**src/hw/ringMapPkg.sv**
```systemverilog
/* Ring node and address map */

package ringMapPkg;

	// requester identity, bits 7..2 are its group
	localparam logic [7:0] reqNodeId = 8'h14;

	// group the bridge picks out of seq[15:10]
	localparam logic [5:0] bridgeGroup = reqNodeId[7:2];

	// tag restored above an L2 address on the way back
	localparam logic [15:0] addrHiPhys = 16'h00F0;

	localparam int l1AddrBits = 48; // L1 ring address width
	localparam int l2AddrBits = 32; // L2 ring address width

	// memory node storage, 16-byte words
	localparam int memWords     = 64;
	localparam int memIndexBits = 6;
	localparam int memIndexLsb  = 4; // word index is addr[9:4]

endpackage

```
**src/hw/ringMsgPkg.sv**
```systemverilog
/* Ring message format */

package ringMsgPkg;

	// low byte of the operation mode, top two bits give the class
	typedef enum logic [7:0]
	{
		opmIdle      = 8'h00,
		opmLoadReq   = 8'h80,
		opmStoreReq  = 8'h81,
		opmLoadResp  = 8'h40,
		opmStoreResp = 8'h41
	} ringOpm_e;

	localparam logic [1:0] opmClassReq  = 2'b10; // opm[7:6] of a request
	localparam logic [1:0] opmClassResp = 2'b01; // opm[7:6] of a response

	// one slot on the L1 ring, 208 bits
	typedef struct packed
	{
		logic [15:0]                     seq;     // group and counter
		logic [7:0]                      opmRsvd; // always zero
		ringOpm_e                        opm;
		logic [ringMapPkg::l1AddrBits-1:0] addr;
		logic [127:0]                    data;
	} l1Slot_t;

	// one slot on the L2 ring, 192 bits
	typedef struct packed
	{
		logic [15:0]                     seq;
		logic [7:0]                      opmRsvd;
		ringOpm_e                        opm;
		logic [ringMapPkg::l2AddrBits-1:0] addr; // physical low address
		logic [127:0]                    data;
	} l2Slot_t;

	// command presented to the requester
	typedef struct packed
	{
		ringOpm_e                        opm;
		logic [ringMapPkg::l1AddrBits-1:0] addr;
		logic [127:0]                    data;
	} ringCmd_t;

	// returned message, 176 bits
	typedef struct packed
	{
		logic [ringMapPkg::l1AddrBits-1:0] addr;
		logic [127:0]                    data;
	} ringResp_t;

endpackage

```
**src/hw/ringReqNode.sv**
```systemverilog
/* L1 requester ring stop */

`timescale 1ns/1ps

module ringReqNode
(
	input  logic                  clock,
	input  logic                  rstN,
	input  logic                  cmdValid,
	input  ringMsgPkg::ringCmd_t  cmd,
	input  ringMsgPkg::l1Slot_t   l1In,
	output ringMsgPkg::l1Slot_t   l1Out,
	output logic                  busy,
	output logic                  respValid,
	output ringMsgPkg::ringResp_t resp
);

	import ringMsgPkg::*;
	import ringMapPkg::*;

	typedef enum logic [1:0]
	{
		stIdle, // no command held
		stPend, // waiting for an idle slot
		stWait  // request on the ring
	} reqState_e;

	reqState_e   state;
	ringCmd_t    cmdReg;
	logic [9:0]  seqCnt;
	logic [15:0] curSeq;
	logic        respHit;
	logic        insertOk;
	l1Slot_t     l1Next;

	assign curSeq = {reqNodeId[7:2], seqCnt};

	assign respHit = (state == stWait) && (l1In.opm[7:6] == opmClassResp) &&
		(l1In.seq == curSeq);
	assign insertOk = (state == stPend) && (l1In.opm == opmIdle);

	always_comb
	begin
		l1Next = l1In; // forward by default
		if (respHit)
		begin
			l1Next     = '0;
			l1Next.opm = opmIdle; // response retired here
		end
		else if (insertOk)
		begin
			l1Next.seq     = curSeq;
			l1Next.opmRsvd = '0;
			l1Next.opm     = cmdReg.opm;
			l1Next.addr    = cmdReg.addr;
			l1Next.data    = cmdReg.data;
		end
	end

	always_ff @(posedge clock)
	begin
		if (!rstN)
		begin
			state     <= stIdle;
			seqCnt    <= '0;
			respValid <= 1'b0;
		end
		else
		begin
			respValid <= 1'b0;
			case (state)
				stIdle:
					if (cmdValid)
						state <= stPend; // cmdValid while busy never reaches here
				stPend:
					if (insertOk)
						state <= stWait;
				stWait:
					if (respHit)
					begin
						state     <= stIdle;
						respValid <= 1'b1;
						seqCnt    <= seqCnt + 10'd1;
					end
				default:
					state <= stIdle;
			endcase
		end
	end

	always_ff @(posedge clock)
	begin
		if (state == stIdle && cmdValid)
			cmdReg <= cmd;
		if (respHit)
			resp <= '{addr: l1In.addr, data: l1In.data};
	end

	always_ff @(posedge clock)
	begin
		l1Out <= l1Next;
		if (!rstN)
		begin
			l1Out.opmRsvd <= '0;
			l1Out.opm     <= opmIdle;
		end
	end

	assign busy = (state != stIdle);

	// the ring must not produce an answer nobody asked for
	assert property (@(posedge clock) disable iff (!rstN)
		((l1In.opm[7:6] == opmClassResp) && (l1In.seq[15:10] == reqNodeId[7:2])) |-> busy)
		else $error("response arrived while requester idle");

endmodule

```
**config.mk**
```make
export PLATFORM = sky130hd
export DESIGN_NAME = ringReqNode
export DESIGN_NICKNAME = d
export VERILOG_FILES = /design/src/hw/ringMapPkg.sv /design/src/hw/ringMsgPkg.sv /design/src/hw/ringReqNode.sv
export SDC_FILE = /design/constraint.sdc
export NUM_CORES = 1
export LEC_CHECK = 0
export ABC_AREA = 1
export BUFFER_PORTS_ARGS = -buffer_cell sky130_fd_sc_hd__buf_2
export CAP_MARGIN = 20
export CORE_AREA = 2 2 302 304
export CTS_CLUSTER_DIAMETER = 30
export DETAILED_ROUTE_END_ITERATION = 8
export DIE_AREA = 0 0 304 306
export PLACE_DENSITY_LB_ADDON = 0.08
export SYNTH_ARGS = -nofsm -noshare
export SYNTH_HDL_FRONTEND = slang
export SYNTH_SLANG_ARGS = --single-unit
```
**constraint.sdc**
```tcl
create_clock -name clock -period 6 [get_ports clock]
set_input_delay 1.5 -clock clock [delete_from_list [all_inputs] [get_ports clock]]
set_output_delay 1.5 -clock clock [all_outputs]
set_load 0.05 [all_outputs]
```
==> summary.txt, run 1 <==
Syn Inst Count -> 1458
area growth from synthesis to layout -> 53.92%
Max-Slew Margin vs Limit -> 0.2820
Top-Level Pins -> 781
CP endpoint kind -> register
maximum capacitance violations -> 0
Final Wtd Congestion -> 0.7917
pwr/cell area -> 450.3 mW/mm2
worst reg-to-reg path cell count -> 7
Tmin final -> 3.486 ns
WP data required -> 6.62 ns
sw frac -> 0.2252
worst min path class -> register to register
DIE WIDTH -> 304 um
worst path cell trace -> buf_2 -> inv_1 -> nand4_1 -> nor2_4 -> buf_4 -> buf_4 -> a21oi_1 -> nor2_1
# nets final -> 2725
CP Launch Point -> l1In[178]
path type of the worst setup path -> primary input to register
number of clock sinks -> 581
Root Buffer -> clkbuf_16
DIE HEIGHT -> 306 um
Internal -> 10.46 mW
dpl hpwl -> 53990 um
Final TNS setup -> 0 ns
Post-CTS Setup Inserts -> 0
DR DRC count -> 0
Reg clk slew, reported paths -> 0.04 ns
FMAX -> 286.8 MHz
initial detailed-routing violation count -> 680
Slew Viols, Final -> 0
Initial Util -> 0.2174
vias in the first global route -> 15940
worst slew pin tran -> 1.077 ns
share of layout cells above drive strength 1 -> 0.4490
All-Layer GR Usage -> 0.1604
FP Rows -> 110
largest net degree at the start of global routing -> 120
DR WL met2 -> 39010 um
worst-skew pair later-pin latency -> 0.73 ns
most frequent CP cell -> buf_4
startpoint of the lowest-slack register-to-register path -> seqCnt[7]
worst setup path endpoint -> l1Out[10]
slowest stage delay, CP -> 0.80 ns
clock power share -> 0.616
sequential power share -> 0.331
Routed met3 length -> 7068 um
Crit path depth -> 8
Yosys cell types -> 28
# fillers -> 9114
startpoint types -> primary input
initial antenna violation count -> 32
Syn Area/Cell -> 13.36 um2
first-pass GRT wire length -> 109000 um
IO Port Bufs -> 780
outcome -> completed
max layer used -> met5
Comb power frac -> 0.053
worst reg-to-reg setup slack -> 3.18 ns
RSZ-0062 raised after global routing -> no
Synth top area share -> 0.5549
crit path DAT -> 4.11 ns
area of the mapped netlist -> 0.01948 mm2
# setup viols final -> 0
CTS tree -> done
Crit Reg-Reg Endpoint -> resp[145]
number of routed nets with antenna violations -> 0
Final Hold Fails -> 0
cell family with most CP delay -> buffers and inverters
yosys warns -> 0
period utilization -> 0.5811
htree depth -> 4
leakage power -> 12.71 nW
wire length per cell -> 20.88 um
Synth Register Bits -> 581
GRT overflow -> 0
vias -> 14780
clk_skew -> 0.04797 ns
cell taking the most area after synthesis -> edfxtp_1
net switching power -> 3.041 mW
CTS Buf Count -> 158
clk buf depth -> 3
worst vdd ir -> 0.3033 mV
first drt pass iteration count -> 4
worst hold slack -> 0.4702 ns
syn nets -> 1854
WL final -> 76250 um
Met1 Wirelength -> 28100 um
Worst Path Buf+Inv -> 4
top cells by area, synth -> edfxtp_1 55%, dfxtp_1 23%, a21oi_1 5.2%
CP Max Fanout -> 69
core area -> 0.08960 mm2
cts repair resizes -> 0
Hold Crit Start -> cmdReg[58]
slowest cell on the critical path -> buf_4
sequential share of the synthesized area -> 0.7821
Die ar. -> 0.09302 mm2
Vias/cell -> 4.049
hold_buf cts -> 0
-- per-stage QoR --
step	util	cell area [um2]	total power, mW	instances	setup slack, ns
after global routing	0.3345	29970	13.97	3645	2.331
after global placement	0.2744	24580	5.260	3345	1.723
after CTS	0.3343	29950	13.71	3639	2.502
after detailed placement	0.2744	24580	5.264	3345	1.709
final	0.3346	29980	13.50	3651	2.514
after floorplan	-	19480	4.938	1458	0.02577
-- sequential cells by signal (all words and copies together) (netlist names) --
register / flops
cmdReg: 184
l1Out: 208
resp: 176
respValid: 1
seqCnt: 10
state: 2
-- layer usage --
metal / vias up / track usage
li1: 6984 / -
met1: 6974 / 0.1651
met2: 631 / 0.2817
met3: 157 / 0.07451
met4: 36 / 0.06398
met5: - / 0
-- Yosys cell counts (all sizes together) --
master  instances
nand2          81
a21oi         204
nor2          218
buf            39
nand3          20
dfxtp         221
clkbuf         47
inv            57
ha              1
o211ai          1
nand4          14
xor2            3
edfxtp        360
nor3            5
o21ai         187
-- area by class of cell --
class	instances	area [um2]	area share
diodes	12	30.03	0.001002
clock buffers	226	4503	0.1502
clock inverters	68	865.8	0.02888
inverters	57	229.0	0.007636
multi-input cells	734	3568	0.1190
flip-flops and latches	581	15230	0.5081
well taps	1176	1471	0.04907
repair buffers	797	4081	0.1361
-- tightest hold or removal path, delay by kind of cell (launching register included) --
kind	cells	cell delay (ns)
simple gates	1	0.08
compound gates	1	0.07
flops	1	0.30
-- kinds of logic (layout without fill, tap and decap cells) --
| group | Yosys count | in the layout | share of synthesized area |
|---|---|---|---|
| simple gates | 338 | 338 | 0.07155 |
| fa+ha+maj | 1 | 1 | 0.0006422 |
| flops | 581 | 581 | 0.7821 |
| xor+xnor | 3 | 3 | 0.001349 |
| compound gates | 392 | 392 | 0.1082 |
| buf+inv | 143 | 1148 | 0.03623 |
| other cells | 0 | 12 | 0 |
-- power by group through the flow --
stage                     Sequential, mW  Combinational, mW  Clock [mW]
final                               4.47              0.713        8.32
after global routing                4.48              0.764        8.73
after CTS                           4.47              0.730        8.51
after detailed placement            4.54              0.728           0
after global placement              4.53              0.726           0
after floorplan                     4.81              0.133           0
-- cell usage in the layout, fill, tap and decap left out, types with 4 or more instances in the layout --
master      Yosys  routed
nand3_1        18      18
dfxtp_1       221     221
clkbuf_1       47      42
nand2_1        76      75
inv_2           8       8
nor3_1          4       4
clkbuf_8        0      23
o21ai_2        38      38
nand2_2         4       4
nor2_4          2       4
diode_2         0      12
inv_1          49      47
nand4_1        13      13
bufinv_16       0      16
clkinvlp_4      0       6
buf_12          0       4
clkbuf_16       0     161
a21oi_1       204     204
clkinv_1        0       6
edfxtp_1      360     360
o21ai_1        30      30
buf_4           3      13
inv_6           0       4
o21ai_0       119     119
clkinv_2        0      29
buf_2          12     780
nor2_1        214     213
-- worst min path at each step --
stage                     cells past startpoint         end
after global placement                        2  l1Out[112]
after detailed placement                      2  l1Out[159]
after CTS                                     2  l1Out[166]
after floorplan                               2  l1Out[158]
final                                         2   l1Out[58]
after global routing                          2  l1Out[143]
Power figures use the tool's default switching activity.
==> run 2: changes to the inputs <==
==> constraint.sdc (replaced) <==
create_clock -name clock -period 3.34 [get_ports clock]
set_input_delay 0.835 -clock clock [delete_from_list [all_inputs] [get_ports clock]]
set_output_delay 0.835 -clock clock [all_outputs]
set_load 0.05 [all_outputs]
==> summary.txt, run 2 (synthesized netlist as in run 1, its figures left out) <==
outcome -> completed
Worst Path Buf+Inv -> 2
Post-CTS Setup Inserts -> 0
worst slew pin tran -> 0.7329 ns
Hold Crit Start -> cmd[33]
hold path endpoint -> cmdReg[33]
DIE HEIGHT -> 306 um
Crit Reg-Reg Endpoint -> l1Out[95]
path type of the worst setup path -> register to primary output
vias -> 14840
WP data required -> 2.50 ns
Tot Pwr -> 24.54 mW
RSZ-0062 raised after global routing -> no
number of routed nets with antenna violations -> 0
Tmin final -> 2.647 ns
CTS Buf Count -> 155
number of clock sinks -> 581
DR DRC count -> 0
max FFs per register -> 208
area growth from synthesis to layout -> 55.68%
clk buf depth -> 3
All-Layer GR Usage -> 0.1585
clk_skew -> 0.03901 ns
Final Wtd Congestion -> 0.8291
dpl cell area -> 0.02484 mm2
# setup viols final -> 0
cell family with most CP delay -> buffers and inverters
slowest stage delay, CP -> 0.37 ns
FP Rows -> 110
FMAX -> 377.8 MHz
CTS tree -> done
maximum capacitance violations -> 0
Reg clk slew, reported paths -> 0.04 ns
# fillers -> 9087
hold_buf cts -> 0
Top-Level Pins -> 781
Max-Slew Margin vs Limit -> 0.5114
Initial Util -> 0.2174
Final Cell Area -> 0.03033 mm2
Hold Crit Depth -> 1
worst-skew pair later-pin latency -> 0.73 ns
worst vdd ir -> 0.4890 mV
worst reg-to-reg setup slack -> 1.13 ns
startpoint of the lowest-slack register-to-register path -> seqCnt[2]
first-pass GRT wire length -> 107900 um
slowest cell on the critical path -> nor2_1
worst min path class -> primary input to register
pwr/cell area -> 809.1 mW/mm2
initial detailed-routing violation count -> 640
leakage power -> 12.83 nW
Final Hold Fails -> 0
Final TNS setup -> 0 ns
core area -> 0.08960 mm2
DIE WIDTH -> 304 um
wire length per cell -> 20.63 um
CP endpoint kind -> primary output
GRT overflow -> 0
startpoint types -> register
htree depth -> 4
Vias/cell -> 4.060
Die ar. -> 0.09302 mm2
cts repair resizes -> 0
# nets final -> 2734
initial antenna violation count -> 32
IO Port Bufs -> 780
largest net degree at the start of global routing -> 107
WL final -> 75420 um
commonest non-fill, non-tap cell in the layout -> buf_2
Root Buffer -> clkbuf_16
worst path cell trace -> nor2_1 -> inv_1 -> buf_2
most frequent cells in the layout -> 780 x buf_2, 360 x edfxtp_1, 221 x dfxtp_1
crit path DAT -> 1.81 ns
worst hold slack -> 0.2818 ns
first drt pass iteration count -> 5
Slew Viols, Final -> 0
share of layout cells above drive strength 1 -> 0.4546
top flop regs -> l1Out x208, cmdReg x184, resp x176
worst reg-to-reg path cell count -> 10
vias in the first global route -> 15820
Biggest register -> l1Out
dpl hpwl -> 54490 um
CP Max Fanout -> 3
period utilization -> 0.7926
[run 2: cell types whose count changed in the layout (fill, tap and decap cells not counted), sizes merged]
cell      before  now
clkbuf       226  211
buf          797  809
bufinv        16   21
clkinv        41   43
clkinvlp       6    8
diode         12   11
inv           62   61
[run 2: metrics by stage]
stage / utilization / instances / setup slack [ns]
floorplan: - / 1458 / -0.8863
global placement: 0.2772 / 3357 / 0.5349
detailed placement: 0.2772 / 3357 / 0.5733
CTS: 0.3382 / 3644 / 0.6040
global route: 0.3384 / 3652 / 0.5931
finish: 0.3385 / 3655 / 0.6928
[run 2: per-layer routing]
layer  part of all wire  wire length, um  vias up  GRT usage
li1                   -                -     6993          -
met1               0.37            27870     7048     0.1639
met2               0.51            38760      617     0.2778
met3              0.087             6584      157    0.07064
met4              0.027             2031       24    0.06768
met5             0.0023              171        -          0
[run 2: worst register-to-register path, delay by kind of cell (launching register included)]
family                 cells  cell delay (ns)
flip-flops                 1             0.44
AND/OR/NAND/NOR            6             0.78
AO/OA/AOI/OAI              1             0.43
buffers and inverters      3             0.45
[run 2: area by class of cell]
cell class,count,area (um2),share of cell area
Clock buffer,211,4340,0.1431
Inverter,57,234.0,0.007715
Sequential cell,581,15230,0.5024
Antenna cell,11,27.53,0.0009077
Multi-Input combinational cell,734,3587,0.1183
Clock inverter,76,1122,0.03701
Timing Repair Buffer,809,4309,0.1421
Tap cell,1176,1471,0.04852
[run 2: how the worst max path moves through the flow]
stage,from,endpoint,slack (ns),depth (start not counted)
after detailed placement,l1In[205],resp[162],0.57,9
after floorplan,l1In[194],resp[0],-0.89,8
after global routing,state[1],busy,0.59,3
after global placement,l1In[205],resp[162],0.53,9
after CTS,state[1],busy,0.60,3
final,state[1],busy,0.69,3
[run 2: power by group]
group | internal [mW] | switching, mW | total, mW
registers | 7.95 | 0.0720 | 8.02
clock network | 10.7 | 4.52 | 15.2
logic | 0.352 | 0.957 | 1.31
total | 19.0 | 5.55 | 24.5
==> run 3: changes to the inputs <==
--- a/config.mk
+++ b/config.mk
@@ -5,13 +5,13 @@
 export SDC_FILE = /design/constraint.sdc
 export NUM_CORES = 1
 export LEC_CHECK = 0
-export ABC_AREA = 1
+export ABC_AREA = 0
 export BUFFER_PORTS_ARGS = -buffer_cell sky130_fd_sc_hd__buf_2
 export CAP_MARGIN = 20
-export CORE_AREA = 2 2 302 304
+export CORE_AREA = 2 2 305 307
 export CTS_CLUSTER_DIAMETER = 30
 export DETAILED_ROUTE_END_ITERATION = 8
-export DIE_AREA = 0 0 304 306
+export DIE_AREA = 0 0 307 309
 export PLACE_DENSITY_LB_ADDON = 0.08
 export SYNTH_ARGS = -nofsm -noshare
 export SYNTH_HDL_FRONTEND = slang
==> constraint.sdc (replaced) <==
create_clock -name clock -period 2.6 [get_ports clock]
set_input_delay 0.65 -clock clock [delete_from_list [all_inputs] [get_ports clock]]
set_output_delay 0.65 -clock clock [all_outputs]
set_load 0.05 [all_outputs]
==> summary.txt, run 3 <==
worst slew pin tran -> 0.7613 ns
WP data required -> 1.95 ns
count leader, synth -> nand2_1
area growth from synthesis to layout -> 62.44%
most frequent cells in the layout -> 780 x buf_2, 378 x nand2_1, 360 x edfxtp_1
worst reg-to-reg setup slack -> 0.46 ns
Tot Pwr -> 31.13 mW
Die ar. -> 0.09486 mm2
CP Max Fanout -> 6
Syn Area/Cell -> 14.08 um2
slowest stage delay, CP -> 0.40 ns
core area -> 0.09139 mm2
pwr/cell area -> 1029 mW/mm2
Synth top area share -> 0.5803
startpoint types -> register
clk_skew -> 0.02571 ns
# setup viols final -> 0
number of clock sinks -> 581
Final Hold Fails -> 0
top flop regs -> l1Out x208, cmdReg x184, resp x176
crit path DAT -> 1.56 ns
worst path cell trace -> or2_4 -> buf_2
worst-skew pair later-pin latency -> 0.72 ns
clk buf depth -> 3
slowest cell on the critical path -> dfxtp_2
Synth top cells by count -> 378 x nand2_1, 360 x edfxtp_1, 221 x dfxtp_1, 201 x a21oi_1, 32 x clkbuf_1
cell family with most CP delay -> flip-flops
largest net degree at the start of global routing -> 52
Most used DFF post-synth -> edfxtp_1
WL final -> 73520 um
leakage power -> 12.89 nW
worst min path class -> primary input to register
vias in the first global route -> 15250
Slew Viols, Final -> 0
IO Port Bufs -> 780
Reg clk slew, reported paths -> 0.04 ns
Final Wtd Congestion -> 0.7899
number of routed nets with antenna violations -> 0
max FFs per register -> 208
cell taking the most area after synthesis -> edfxtp_1
Synth Register Bits -> 581
hold_buf cts -> 0
RSZ-0062 raised after global routing -> no
dpl hpwl -> 55980 um
initial antenna violation count -> 30
commonest non-fill, non-tap cell in the layout -> buf_2
outcome -> completed
Worst Path Buf+Inv -> 1
Root Buffer -> clkbuf_16
Final TNS setup -> 0 ns
area of the mapped netlist -> 0.01863 mm2
first-pass GRT wire length -> 102600 um
yosys warns -> 0
Initial Util -> 0.2039
worst vdd ir -> 0.5460 mV
Syn Inst Count -> 1323
All-Layer GR Usage -> 0.1503
sequential share of the synthesized area -> 0.8178
CP endpoint kind -> primary output
share of layout cells above drive strength 1 -> 0.4736
FMAX -> 453.2 MHz
CTS tree -> done
Top-Level Pins -> 781
Tmin final -> 2.207 ns
htree depth -> 4
DIE WIDTH -> 307 um
final core utilization -> 0.3311
ys async rst share -> 0
Max-Slew Margin vs Limit -> 0.4906
top cells by area, synth -> edfxtp_1 58%, dfxtp_1 24%, nand2_1 7.6%
path type of the worst setup path -> register to primary output
maximum capacitance violations -> 0
first drt pass iteration count -> 5
initial detailed-routing violation count -> 658
period utilization -> 0.8487
DR DRC count -> 0
Yosys cell types -> 32
vias -> 14240
number of synthesized flops with an enable pin -> 360
Biggest register -> l1Out
cts repair resizes -> 0
wire length per cell -> 20.30 um
FP Rows -> 111
Post-CTS Setup Inserts -> 0
# nets final -> 2689
GRT overflow -> 0
Vias/cell -> 3.933
syn nets -> 1719
DIE HEIGHT -> 309 um
CTS Buf Count -> 154
## run 3: changes by cell type after synthesis, sizes merged, moves of 6 or more
cell	change
nand2	+297
or3	+6
inv	-52
nand3	-16
and3	+11
nand4	-11
nor2	-198
o21ai	-180
xor2	+8
clkbuf	-15
## run 3: logic make-up after synthesis
logic type | count (synthesis) | share of synthesized area
fa+ha+maj | 1 | 0.0006715
simple gates | 445 | 0.09739
buf+inv | 73 | 0.02136
xor+xnor | 11 | 0.005171
mux | 1 | 0.0005373
flops | 581 | 0.8178
compound gates | 211 | 0.05709
## run 3: cell type report
class	instances	area, um2
timing repair buffer	882	5007
tap	1186	1484
multi-input combinational	669	3082
antenna	11	27.53
fill	9232	61120
inverter	5	22.52
clock inverter	72	1003
clock buffer	215	4398
sequential	581	15240
## run 3: path summary, 6_finish.rpt
| kind | startpoint | to | cells after the start |
|---|---|---|---|
| max | state[1] | busy | 2 |
| min | cmd[158] | cmdReg[158] | 1 |
| max reg2reg | seqCnt[3] | resp[25] | 6 |
| min reg2reg | cmdReg[176] | l1Out[176] | 2 |
## run 3: power breakdown
part	leakage (nW)	switching, mW	internal, mW	total, mW
sequential	5.19	0.0867	10.2	10.3
combinational	5.07	1.13	0.452	1.58
clock	2.63	5.67	13.6	19.3
## run 3: through the flow
| step | worst slack [ns] | cell area (um2) | instances | hold slack (ns) |
|---|---|---|---|---|
| floorplan | -1.680 | 18730 | 1323 | 0.4441 |
| global placement | -0.1467 | 24830 | 3323 | 0.4664 |
| detailed placement | -0.1019 | 24830 | 3323 | 0.4808 |
| CTS | 0.2982 | 30230 | 3610 | 0.01370 |
| global route | 0.2767 | 30230 | 3610 | 0.03943 |
| finish | 0.3935 | 30260 | 3621 | 0.1015 |
## run 3: routing by layer
metal	up-vias	GRT usage	wire [um]
met5	-	0	199
met4	32	0.05536	1721
li1	6659	-	-
met2	677	0.2618	36870
met3	158	0.07653	7773
met1	6716	0.1541	26960
