File: config.mk
export PLATFORM = sky130hd
export DESIGN_NAME = ringL1Bridge
export DESIGN_NICKNAME = d
export VERILOG_FILES = /design/src/hw/ringMapPkg.sv /design/src/hw/ringMsgPkg.sv /design/src/hw/ringL1Bridge.sv
export SDC_FILE = /design/constraint.sdc
export NUM_CORES = 1
export LEC_CHECK = 0
export ABC_AREA = 1
export BUFFER_PORTS_ARGS = -buffer_cell sky130_fd_sc_hd__buf_2
export CAP_MARGIN = 30
export CORE_AREA = 2 2 316 318
export DETAILED_ROUTE_END_ITERATION = 12
export DIE_AREA = 0 0 318 320
export PLACE_DENSITY = 0.34
export SYNTH_ARGS = -nofsm -noshare
export SYNTH_HDL_FRONTEND = slang
export SYNTH_SLANG_ARGS = --single-unit
File: constraint.sdc
create_clock -name clock -period 2.03 [get_ports clock]
set_clock_uncertainty 0.15 [all_clocks]
set_input_delay 0.3045 -clock clock [delete_from_list [all_inputs] [get_ports clock]]
set_output_delay 0.3045 -clock clock [all_outputs]
set_load 0.03 [all_outputs]
File: src/hw/ringMapPkg.sv
/* Ring node and address map */

package ringMapPkg;

	// requester identity, bits 7..2 are its group
	localparam logic [7:0] reqNodeId = 8'h14;

	// group the bridge picks out of seq[15:10]
	localparam logic [5:0] bridgeGroup = reqNodeId[7:2];

	// tag restored above an L2 address on the way back
	localparam logic [15:0] addrHiPhys = 16'h00F0;

	localparam int l1AddrBits = 48; // L1 ring address width
	localparam int l2AddrBits = 32; // L2 ring address width

	// memory node storage, 16-byte words
	localparam int memWords     = 64;
	localparam int memIndexBits = 6;
	localparam int memIndexLsb  = 4; // word index is addr[9:4]

endpackage

File: src/hw/ringMsgPkg.sv
/* Ring message format */

package ringMsgPkg;

	// low byte of the operation mode, top two bits give the class
	typedef enum logic [7:0]
	{
		opmIdle      = 8'h00,
		opmLoadReq   = 8'h80,
		opmStoreReq  = 8'h81,
		opmLoadResp  = 8'h40,
		opmStoreResp = 8'h41
	} ringOpm_e;

	localparam logic [1:0] opmClassReq  = 2'b10; // opm[7:6] of a request
	localparam logic [1:0] opmClassResp = 2'b01; // opm[7:6] of a response

	// one slot on the L1 ring, 208 bits
	typedef struct packed
	{
		logic [15:0]                     seq;     // group and counter
		logic [7:0]                      opmRsvd; // always zero
		ringOpm_e                        opm;
		logic [ringMapPkg::l1AddrBits-1:0] addr;
		logic [127:0]                    data;
	} l1Slot_t;

	// one slot on the L2 ring, 192 bits
	typedef struct packed
	{
		logic [15:0]                     seq;
		logic [7:0]                      opmRsvd;
		ringOpm_e                        opm;
		logic [ringMapPkg::l2AddrBits-1:0] addr; // physical low address
		logic [127:0]                    data;
	} l2Slot_t;

	// command presented to the requester
	typedef struct packed
	{
		ringOpm_e                        opm;
		logic [ringMapPkg::l1AddrBits-1:0] addr;
		logic [127:0]                    data;
	} ringCmd_t;

	// returned message, 176 bits
	typedef struct packed
	{
		logic [ringMapPkg::l1AddrBits-1:0] addr;
		logic [127:0]                    data;
	} ringResp_t;

endpackage

File: src/hw/ringL1Bridge.sv
/* L1 to L2 ring bridge */

`timescale 1ns/1ps

module ringL1Bridge
(
	input  logic                clock,
	input  logic                rstN,
	input  ringMsgPkg::l1Slot_t l1In,
	output ringMsgPkg::l1Slot_t l1Out,
	input  ringMsgPkg::l2Slot_t l2In,
	output ringMsgPkg::l2Slot_t l2Out
);

	import ringMsgPkg::*;
	import ringMapPkg::*;

	logic    l1IsIdle;
	logic    l2IsIdle;
	logic    l1IsReq;  // request heading for memory
	logic    l2IsResp; // response for our group
	logic    holdL2b;  // blocks the L1 to L2 move
	logic    holdL1b;  // blocks the L2 to L1 move
	logic    takeL1;   // L1 slot gets replaced
	logic    takeL2;   // L2 slot gets replaced
	l1Slot_t l1Req;    // what goes onto L1 in place of the slot
	l2Slot_t l2Req;    // what goes onto L2 in place of the slot
	l1Slot_t l1Next;
	l2Slot_t l2Next;

	assign l1IsIdle = (l1In.opm == opmIdle);
	assign l2IsIdle = (l2In.opm == opmIdle);
	assign l1IsReq  = (l1In.opm[7:6] == opmClassReq);
	assign l2IsResp = (l2In.opm[7:6] == opmClassResp) && (l2In.seq[15:10] == bridgeGroup);

	always_comb
	begin
		holdL1b = 1'b0;
		holdL2b = 1'b0;

		// foreign traffic on the far ring leaves no room
		if (!l1IsIdle && !l1IsReq)
			holdL1b = 1'b1;
		if (!l2IsIdle && !l2IsResp)
			holdL2b = 1'b1;

		l1Req         = '0;
		l1Req.opm     = opmIdle;
		l2Req         = '0;
		l2Req.opm     = opmIdle;

		if (l2IsResp)
		begin
			l1Req.seq  = l2In.seq;
			l1Req.opm  = l2In.opm;
			l1Req.addr = {addrHiPhys, l2In.addr}; // restore the high tag
			l1Req.data = l2In.data;
		end

		if (l1IsReq)
		begin
			l2Req.seq  = l1In.seq;
			l2Req.opm  = l1In.opm;
			l2Req.addr = l1In.addr[l2AddrBits-1:0]; // high bits dropped
			l2Req.data = l1In.data;
		end
	end

	// a swap is possible when both rings hand each other a message
	assign takeL1 = l1IsIdle || (l1IsReq && !holdL2b);
	assign takeL2 = l2IsIdle || (l2IsResp && !holdL1b);

	assign l1Next = takeL1 ? l1Req : l1In; // otherwise circulate and retry
	assign l2Next = takeL2 ? l2Req : l2In;

	always_ff @(posedge clock)
	begin
		l1Out <= l1Next;
		l2Out <= l2Next;
		if (!rstN)
		begin
			l1Out.opmRsvd <= '0;
			l1Out.opm     <= opmIdle;
			l2Out.opmRsvd <= '0;
			l2Out.opm     <= opmIdle;
		end
	end

	// only known opcodes leave the bridge
	assert property (@(posedge clock) disable iff (!rstN)
		(l1Out.opm inside {opmIdle, opmLoadReq, opmStoreReq, opmLoadResp, opmStoreResp}) &&
		(l2Out.opm inside {opmIdle, opmLoadReq, opmStoreReq, opmLoadResp, opmStoreResp}))
		else $error("bridge output carries an unknown opcode");

	// responses handed to L1 carry the physical tag
	assert property (@(posedge clock) disable iff (!rstN)
		(l1Out.opm[7:6] == opmClassResp) |-> (l1Out.addr[47:32] == addrHiPhys))
		else $error("L1 response without addrHiPhys tag");

endmodule

==> results.json, run 1 <==
{
  "top_usage_layer": "met2",
  "seqCellArea_mm2": 0.00801,
  "finalCriticalPeriod_ps": 1940,
  "required_ps": 2350,
  "multi_input_area_mm2": 0.00481,
  "yosys-top-cells-count": "nand2_1, dfxtp_1, nand3_1",
  "tritoncts": "done",
  "drtIter0Drc": 744,
  "synth.avg_cell_area_um2": 7.92,
  "grt_use_met1_pct": 15.7,
  "leakage_uw": 0.0142,
  "cts.sinks": 400,
  "power_uw": 20700,
  "synthCells": 1721,
  "power_frac_comb_pct": 16.7,
  "ys_warn_count": 0,
  "ant_nets": 0,
  "n_fill_cell": 10684,
  "grt_pass1_vias": 18434,
  "crit_type": "primary input to register",
  "syn_nets": 2123,
  "vias": 17189,
  "routed_wl_mm": 77.8,
  "layout-drive-gt1-share_pct": 32.9,
  "numCtsBuffers": 51,
  "use_met3_pct": 4.15,
  "slew_violations": 0,
  "swShare_pct": 27.7,
  "clk_pin_slew_worst_paths_ps": 60,
  "cts.htree.levels": 2,
  "pwr-share-seq_pct": 40.7,
  "synth_edf_count": 0,
  "synth_ff_type": "dfxtp_1",
  "cts_root_buffer": "clkbuf_16",
  "io_buffer_count": 801,
  "grt_max_degree": 46,
  "layout-area-overhead-vs-synth_pct": 106,
  "finalSetupViolCount": 0,
  "yosysMostFrequentCell": "nand2_1",
  "antenna_found_initial": 8,
  "p_clk_share_pct": 42.7,
  "die_h_um": 320,
  "cts_buffer_depth": 3,
  "yosysSeqAreaShare_pct": 58.8,
  "crit_fanout": 11,
  "ioPinCount": 802,
  "drc": 0,
  "netlist_top_cells_area": "dfxtp_1, nand2_1, nand3_1",
  "hold_viol": 0,
  "overflow": 0,
  "nets": 3610,
  "status": "complete, no violations",
  "powerDensity_mw_per_mm2": 739,
  "hold_path_class": "primary input to register",
  "grt_usage_pct": 14.5,
  "worst_slew_pin_slew_ps": 364,
  "relSlewSlack_pct": 75.6,
  "use_met2_pct": 26.2,
  "maxCapViolCount": 0,
  "gp_congestion": 0.822,
  "num_rows": 115,
  "initial_core_util_pct": 13.9,
  "wl_per_cell_um": 17.2,
  "die_w_um": 318,
  "hpwlAfterDp_mm": 56.4,
  "min_period_over_period_pct": 95.7,
  "ys_ff_latch": 400,
  "yosysTopAreaCell": "dfxtp_1",
  "critPathCaptureType": "register",
  "grt_pass1_wl_mm": 113,
  "fmax_mhz": 514,
  "hold_ws_ps": 93.0,
  "p_int_uw": 15000,
  "dr.pass1.iters": 7,
  "syn_area_mm2": 0.0136,
  "p_sw_uw": 5730,
  "cp-start-kind": "primary input",
  "core-area_mm2": 0.0980,
  "ir_drop_uv": 549,
  "ys_types": 18,
  "synthArstFlopShare_pct": 0,
  "viasPerCell": 3.79,
  "arrival_ps": 2260,
  "dieArea_mm2": 0.102,
  "synth_top_area_share_pct": 58.8
}
-- repair_timing --
item | 4_1_cts | 5_1_grt
endpoints found under the setup margin | 0 | 104
hold endpoints to repair | 398 | 0
setup buffers | 0 | 6
resized for setup | 0 | 31
hold buffers | 581 | 0
-- logic make-up after synthesis --
family | share of synthesized area (%)
compound gates | 1.41
buf+inv | 6.45
flops | 58.8
simple gates | 33.4
-- power groups by stage --
stage / Combinational, uW / Sequential (uW) / Clock (uW)
after CTS: 3460 / 8420 / 9200
final: 3450 / 8420 / 8830
after global placement: 2570 / 8590 / 0
after global routing: 3690 / 8450 / 9490
after detailed placement: 2550 / 8590 / 0
after floorplan: 383 / 9480 / 0
-- placed cells by master, fill, tap and decap left out, types with 2 or more instances in the layout --
cell / instances
o21ai_0: 18
buf_6: 6
clkbuf_8: 11
a21oi_1: 8
nand2_1: 686
buf_2: 800
diode_2: 6
nand2_2: 5
nand3_1: 326
nand2_4: 4
buf_16: 3
buf_12: 36
inv_2: 5
nand2_8: 2
nand4_1: 7
clkinvlp_4: 2
clkinv_2: 3
clkbuf_1: 14
dfxtp_1: 400
dlygate4sd3_1: 581
o22ai_1: 10
inv_6: 4
nor2_1: 53
inv_1: 71
clkbuf_16: 54
nor2_2: 2
buf_4: 121
nand3_2: 3
-- worst max-delay path: stages --
cell	delay, ps
buf_2	100
nor2_1	100
buf_4	150
nand4_1	150
buf_6	180
nand2_1	100
nand2_4	90
buf_12	160
buf_4	190
nand3_1	80
nand2_1	60
dlygate4sd3_1	570
-- area by class of cell --
cell class	count	area share, %
repair buffers	1551	41.7
clock buffers	76	5.28
clock inverters	9	0.308
multi-input cells	1125	17.2
flip-flops and latches	400	28.6
diodes	6	0.0536
inverters	79	1.14
well taps	1287	5.75
-- registers in the layout, summed over array words and instances (netlist names) --
name,count
l1Out,208
l2Out,192
-- worst paths after layout --
kind / start / to / slack [ps] / depth (start not counted)
worst max-delay path: l1In[182] / l2Out[54]$_DFF_P_ / 90 / 12
worst min-delay path: l2In[160] / l1Out[176]$_SDFF_PN0_ / 90 / 6
-- metrics by stage --
stage | setup slack, ps | instances | utilization, % | instance area, um^2 | setup TNS, ps
after CTS | 63.6 | 4518 | 28.3 | 27800 | 0
after global routing | -9.31 | 4531 | 28.6 | 28000 | -20.4
final | 86.3 | 4533 | 28.6 | 28000 | 0
after global placement | -136 | 3852 | 20.8 | 20400 | -10020
after floorplan | 432 | 1721 | - | 13600 | 0
after detailed placement | -102 | 3852 | 20.8 | 20400 | -4520
-- per-layer routing --
metal	share of wire [%]	wire, um
met1	39	30500
met2	50	39100
met3	6.8	5280
met4	3.8	2930
met5	0.039	30
Power figures use the tool's default switching activity.
==> inputs of run 2 (changes only) <==
==> constraint.sdc (replaced) <==
create_clock -name clock -period 1.9 [get_ports clock]
set_clock_uncertainty 0.15 [all_clocks]
set_input_delay 0.285 -clock clock [delete_from_list [all_inputs] [get_ports clock]]
set_output_delay 0.285 -clock clock [all_outputs]
set_load 0.03 [all_outputs]
==> run 2 against run 1 <==
Sequential share of layout area up 0.15 points. Critical path depth grew 3. Worst hold slack got worse by 67 ps. Via count decreased by 0.63%. Non-clock buffer count down 26. Clock power grew 12%. First-iteration DRC count up 13%. Power increased by 8.8%. Setup slack lost 76 ps. Die area unchanged. Combinational power increased by 5%. Clock-buffer cell count shrank 2. Critical endpoint is now l1Out[28]$_DFF_P_. Largest cell class unchanged.
==> results.json, run 2 (synthesis results as in run 1) <==
{
  "status": "complete, no violations",
  "nets": 3585,
  "leakage_uw": 0.0142,
  "overflow": 0,
  "cp_slowest_cell": "dlygate4sd3_1",
  "rsz0062_at_grt": "no",
  "core-area_mm2": 0.0980,
  "vias": 17081,
  "drc": 0,
  "crit_fanout": 26,
  "critical_path_buf_inv_count": 7,
  "die_h_um": 320,
  "tritoncts": "done",
  "dieArea_mm2": 0.102,
  "num_rows": 115,
  "grt_max_degree": 51,
  "finalSetupViolCount": 0,
  "final_cell_mix": "buf_2, nand2_1, dlygate4sd3_1, dfxtp_1, nand3_1",
  "ioPinCount": 802,
  "hold_path_class": "primary input to register",
  "relSlewSlack_pct": 79.6,
  "dr.pass1.iters": 5,
  "ir_drop_uv": 686,
  "cp-start-kind": "primary input",
  "final_common_cell": "buf_2",
  "slew_violations": 0,
  "drtIter0Drc": 839,
  "grt_usage_pct": 14.2,
  "maxCapViolCount": 0,
  "largest_reg_flops": 208,
  "required_ps": 2240,
  "stdcell_area_mm2": 0.0279,
  "numCtsBuffers": 52,
  "crit_family": "buffers and inverters",
  "io_buffer_count": 801,
  "die_w_um": 318,
  "hpwlAfterDp_mm": 56.6,
  "hold_ws_ps": 26.1,
  "wl_per_cell_um": 17.2,
  "cp_cell_sequence": "buf_2, inv_4, nand2_2, nor2_1, buf_4, nand2_8, nand2_2, nand2_4, nand2_8, inv_6, buf_12, buf_4, nand2_1, nand2_1, dlygate4sd3_1",
  "final_util_pct": 28.4,
  "cts_buffer_depth": 3,
  "arrival_ps": 2230,
  "clk_pin_slew_worst_paths_ps": 60,
  "fmax_mhz": 529,
  "routed_wl_mm": 77.5,
  "hold_viol": 0,
  "layout-drive-gt1-share_pct": 34.0,
  "placed_area_mm2": 0.0205,
  "cts_root_buffer": "clkbuf_16",
  "antenna_found_initial": 8,
  "critPathCaptureType": "register",
  "cts.sinks": 400,
  "grt_pass1_vias": 17948,
  "finalCriticalPeriod_ps": 1890,
  "powerDensity_mw_per_mm2": 808,
  "crit_type": "primary input to register",
  "ant_nets": 0,
  "largestRegisters": "l1Out: 208 flops, l2Out: 192 flops",
  "initial_core_util_pct": 13.9,
  "cts.htree.levels": 2,
  "worst_slew_pin_slew_ps": 305,
  "viasPerCell": 3.78,
  "critPathMaxStageDelay_ps": 560,
  "gp_congestion": 0.816,
  "regMostFlops": "l1Out",
  "layout-area-overhead-vs-synth_pct": 105,
  "min_period_over_period_pct": 99.4,
  "grt_pass1_wl_mm": 110
}
[run 2: cell count changes in the layout (fill, tap and decap cells not counted), moves of 2 or more]
cell and delta:
dlygate4sd3_1 -48, buf_4 +17, clkinv_2 +10, clkbuf_16 +6
clkbuf_1 -3, diode_2 -3, bufinv_16 +2, inv_2 -2
inv_4 +2, nand3_1 +2, nand3_2 -2
[run 2: report_power, final]
part | leakage [uW] | switching (uW) | internal [uW]
sequential | 0.00337 | 130 | 8860
clock | 0.000841 | 4030 | 5890
combinational | 0.0100 | 2010 | 1600
total | 0.0142 | 6170 | 16400
[run 2: layer usage]
layer | routed length, um | share of wire [%] | GRT usage, %
met1 | 31200 | 40 | 15.6
met2 | 38400 | 50 | 25.4
met3 | 4980 | 6.4 | 3.95
met4 | 2820 | 3.6 | 5.83
met5 | 53 | 0.068 | 0
[run 2: metrics by stage]
step | setup slack, ps | instances | setup TNS, ps | power [uW]
2_1_floorplan | 321 | 1721 | 0 | 10500
3_3_place_gp | -196 | 3863 | -35340 | 11900
3_5_place_dp | -233 | 3863 | -43010 | 11900
4_1_cts | 15.5 | 4491 | 0 | 22900
5_1_grt | 5.15 | 4511 | 0 | 23500
6_report | 10.5 | 4513 | 0 | 22500
[run 2: area by class of cell]
cell class              count  area [um^2]
fillers                 10715        70100
multi-input cells        1125         4790
inverters                  79          328
well taps                1287         1610
diodes                      3         7.51
clock buffers              74         1510
clock inverters            20          188
repair buffers           1525        11400
flip-flops and latches    400         8010
[run 2: what timing repair did]
item,4_1_cts,5_1_grt
gates resized for setup,0,27
setup buffers,0,12
hold endpoints to repair,397,0
hold buffers,534,0
setup endpoints to repair,0,119
[run 2: final timing paths]
check                  from  slack (ps)               endpoint  depth (start not counted)
setup / recovery  l2In[167]          10      l1Out[28]$_DFF_P_                         15
hold / removal    l2In[165]          30  l2Out[165]$_SDFF_PN0_                          4
==> inputs of run 3 (changes only) <==
--- a/config.mk
+++ b/config.mk
@@ -8,10 +8,11 @@
 export ABC_AREA = 1
 export BUFFER_PORTS_ARGS = -buffer_cell sky130_fd_sc_hd__buf_2
 export CAP_MARGIN = 30
-export CORE_AREA = 2 2 316 318
+export CORE_AREA = 2 2 309 311
+export CTS_BUF_LIST = sky130_fd_sc_hd__clkbuf_4
 export DETAILED_ROUTE_END_ITERATION = 12
-export DIE_AREA = 0 0 318 320
-export PLACE_DENSITY = 0.34
+export DIE_AREA = 0 0 311 313
+export PLACE_DENSITY_LB_ADDON = 0.08
 export SYNTH_ARGS = -nofsm -noshare
 export SYNTH_HDL_FRONTEND = slang
 export SYNTH_SLANG_ARGS = --single-unit
==> run 3 against run 2 <==
The run now fails in clock tree synthesis. Synthesized area unchanged. Synthesized cell count unchanged.
==> results.json, run 3 <==
{
  "status": "aborted with a tool error",
  "lastStage": "clock tree synthesis",
  "firstError": "[ERROR RSZ-0060] Max buffer count reached.",
  "yosys-top-cells-count": "nand2_1, dfxtp_1, nand3_1",
  "synth.avg_cell_area_um2": 7.92,
  "post_cts_resized": 1210,
  "holdBufCountCts": 800,
  "ioPinCount": 802,
  "ys_warn_count": 0,
  "gp_congestion": 0.799,
  "syn_area_mm2": 0.0136,
  "numCtsBuffers": 130,
  "synth_edf_count": 0,
  "io_buffer_count": 801,
  "cts.sinks": 400,
  "cts_buffer_depth": 3,
  "cts_setup_buffers": 0,
  "netlist_top_cells_area": "dfxtp_1, nand2_1, nand3_1",
  "yosysTopAreaCell": "dfxtp_1",
  "placed_area_mm2": 0.0200,
  "die_w_um": 311,
  "synth_ff_type": "dfxtp_1",
  "synth_top_area_share_pct": 58.8,
  "synthCells": 1721,
  "num_rows": 113,
  "initial_core_util_pct": 14.5,
  "ys_types": 18,
  "cts_root_buffer": "clkbuf_4",
  "yosysSeqAreaShare_pct": 58.8,
  "syn_nets": 2123,
  "dpl.cell_count": 3785,
  "die_h_um": 313,
  "synthArstFlopShare_pct": 0,
  "ys_ff_latch": 400,
  "yosysMostFrequentCell": "nand2_1",
  "cts.htree.levels": 4,
  "hpwlAfterDp_mm": 57.3
}
==> run 3: cell families after synthesis <==
family,after synthesis,synth area share [%]
AOI/OAI and AO/OA,36,1.41
buffers and inverters,196,6.45
DFF,400,58.8
and+or+nand+nor,1089,33.4
==> run 3: per-stage QoR <==
step	setup TNS (ps)	setup WS, ps	hold WS [ps]
detailed placement	-17170	-158	332
global placement	-21000	-175	329
floorplan	0	321	238
==> inputs of run 4 (changes only) <==
--- a/config.mk
+++ b/config.mk
@@ -9,10 +9,9 @@
 export BUFFER_PORTS_ARGS = -buffer_cell sky130_fd_sc_hd__buf_2
 export CAP_MARGIN = 30
 export CORE_AREA = 2 2 309 311
-export CTS_BUF_LIST = sky130_fd_sc_hd__clkbuf_4
 export DETAILED_ROUTE_END_ITERATION = 12
 export DIE_AREA = 0 0 311 313
-export PLACE_DENSITY_LB_ADDON = 0.08
+export PLACE_DENSITY_LB_ADDON = 0.15
 export SYNTH_ARGS = -nofsm -noshare
 export SYNTH_HDL_FRONTEND = slang
 export SYNTH_SLANG_ARGS = --single-unit
==> run 4 against run 3 <==
The flow now finishes without violations.
==> results.json, run 4 (synthesis results as in run 1) <==
{
  "leakage_uw": 0.0130,
  "status": "complete, no violations",
  "critPathCaptureType": "register",
  "cp-start-kind": "primary input",
  "cts_root_buffer": "clkbuf_16",
  "routed_wl_mm": 73.2,
  "ir_drop_uv": 615,
  "dr.pass1.iters": 5,
  "seqCellArea_mm2": 0.00801,
  "layout.cells.non_filler": 4269,
  "gp_congestion": 0.830,
  "vias": 16340,
  "cts_setup_buffers": 0,
  "powerDensity_mw_per_mm2": 866,
  "multi_input_area_mm2": 0.00477,
  "maxCapViolCount": 0,
  "fmax_mhz": 554,
  "dpl.cell_count": 3754,
  "hold_path_class": "primary input to register",
  "core-area_mm2": 0.0942,
  "arrival_ps": 2130,
  "top_usage_layer": "met2",
  "die_w_um": 311,
  "setup_slack_ps": 93.7,
  "antenna_found_initial": 10,
  "grt_use_met1_pct": 15.7,
  "crit_type": "primary input to register",
  "cts_buffer_depth": 3,
  "initial_core_util_pct": 14.5,
  "hold_ws_ps": 81.1,
  "clk_pin_slew_worst_paths_ps": 60,
  "holdPathEnd": "l1Out[179]$_SDFF_PN0_",
  "viasPerCell": 3.83,
  "wl_per_cell_um": 17.1,
  "drtIter0Drc": 803,
  "relSlewSlack_pct": 62.1,
  "layout-drive-gt1-share_pct": 32.8,
  "post-place-ws_ps": -372,
  "n_fill_cell": 10339,
  "cts.sinks": 400,
  "crit_fanout": 30,
  "layout-area-overhead-vs-synth_pct": 87.5,
  "hpwlAfterDp_mm": 52.7,
  "grt_pass1_vias": 16978,
  "min_period_over_period_pct": 95.1,
  "grt_pass1_wl_mm": 107,
  "required_ps": 2220,
  "ioPinCount": 802,
  "slew_violations": 0,
  "drc": 0,
  "io_buffer_count": 801,
  "hold_viol": 0,
  "rsz0062_at_grt": "no",
  "dieArea_mm2": 0.0973,
  "tritoncts": "done",
  "ant_nets": 0,
  "finalSetupViolCount": 0,
  "use_met2_pct": 26.4,
  "largestRegisters": "l1Out: 208 flops, l2Out: 192 flops",
  "crit_start": "l2In[165]",
  "whs_path_depth": 7,
  "die_h_um": 313,
  "final_util_pct": 27.1,
  "nets": 3363,
  "finalCriticalPeriod_ps": 1810,
  "hold_start": "l1In[179]",
  "final_cell_mix": "buf_2, nand2_1, dlygate4sd3_1, dfxtp_1, nand3_1",
  "num_rows": 113,
  "overflow": 0,
  "worst_slew_pin_slew_ps": 568,
  "use_met3_pct": 4.41,
  "largest_reg_flops": 208,
  "regMostFlops": "l1Out",
  "cts.htree.levels": 2,
  "numCtsBuffers": 50,
  "grt_max_degree": 73,
  "final_common_cell": "buf_2",
  "grt_usage_pct": 14.4
}
[run 4: critical path, stage by stage]
cell	delay (ps)
buf_2	120
inv_2	60
nand2_2	110
nor2_2	150
buf_4	150
nand2_8	50
nand2_2	60
nand2_4	90
nand2_8	120
inv_6	60
buf_12	170
nand2_1	80
nand2_1	50
dlygate4sd3_1	550
[run 4: worst max path at each step]
stage               slack, ps                  to
global route               20   l1Out[54]$_DFF_P_
detailed placement       -370   l2Out[50]$_DFF_P_
floorplan                 320  l1Out[114]$_DFF_P_
finish                     90   l1Out[53]$_DFF_P_
global placement         -360   l2Out[27]$_DFF_P_
CTS                        40   l1Out[27]$_DFF_P_
[run 4: power by group]
group | switching (uW) | total [uW] | internal, uW
logic | 1940 | 3360 | 1420
clock network | 3910 | 9780 | 5870
registers | 130 | 8990 | 8860
[run 4: through the flow]
stage	instance area [um^2]	power, uW	TNS [ps]
after CTS	25500	22500	0
after global placement	19600	11800	-72310
after detailed placement	19600	11800	-75040
after floorplan	13600	10500	0
after global routing	25500	23100	0
final	25600	22100	0
[run 4: area by class of cell]
| class | count | area share [%] |
|---|---|---|
| clock inverter | 17 | 0.793 |
| tap | 1265 | 6.19 |
| timing repair buffer | 1305 | 36.0 |
| clock buffer | 71 | 5.72 |
| sequential | 400 | 31.3 |
| antenna | 7 | 0.0686 |
| inverter | 79 | 1.22 |
| multi-input combinational | 1125 | 18.7 |
[run 4: routing by layer]
layer  share of wire (%)  vias up
met5               0.082        -
met4                 2.8        8
met3                 7.7      101
met2                  51      678
met1                  39     7638
li1                    -     7915
[run 4: timing repair]
item / in CTS / in global routing
endpoints found under the hold margin: 399 / 0
endpoints found under the setup margin: 0 / 14
resized for setup: 0 / 4
hold buffers: 420 / 0
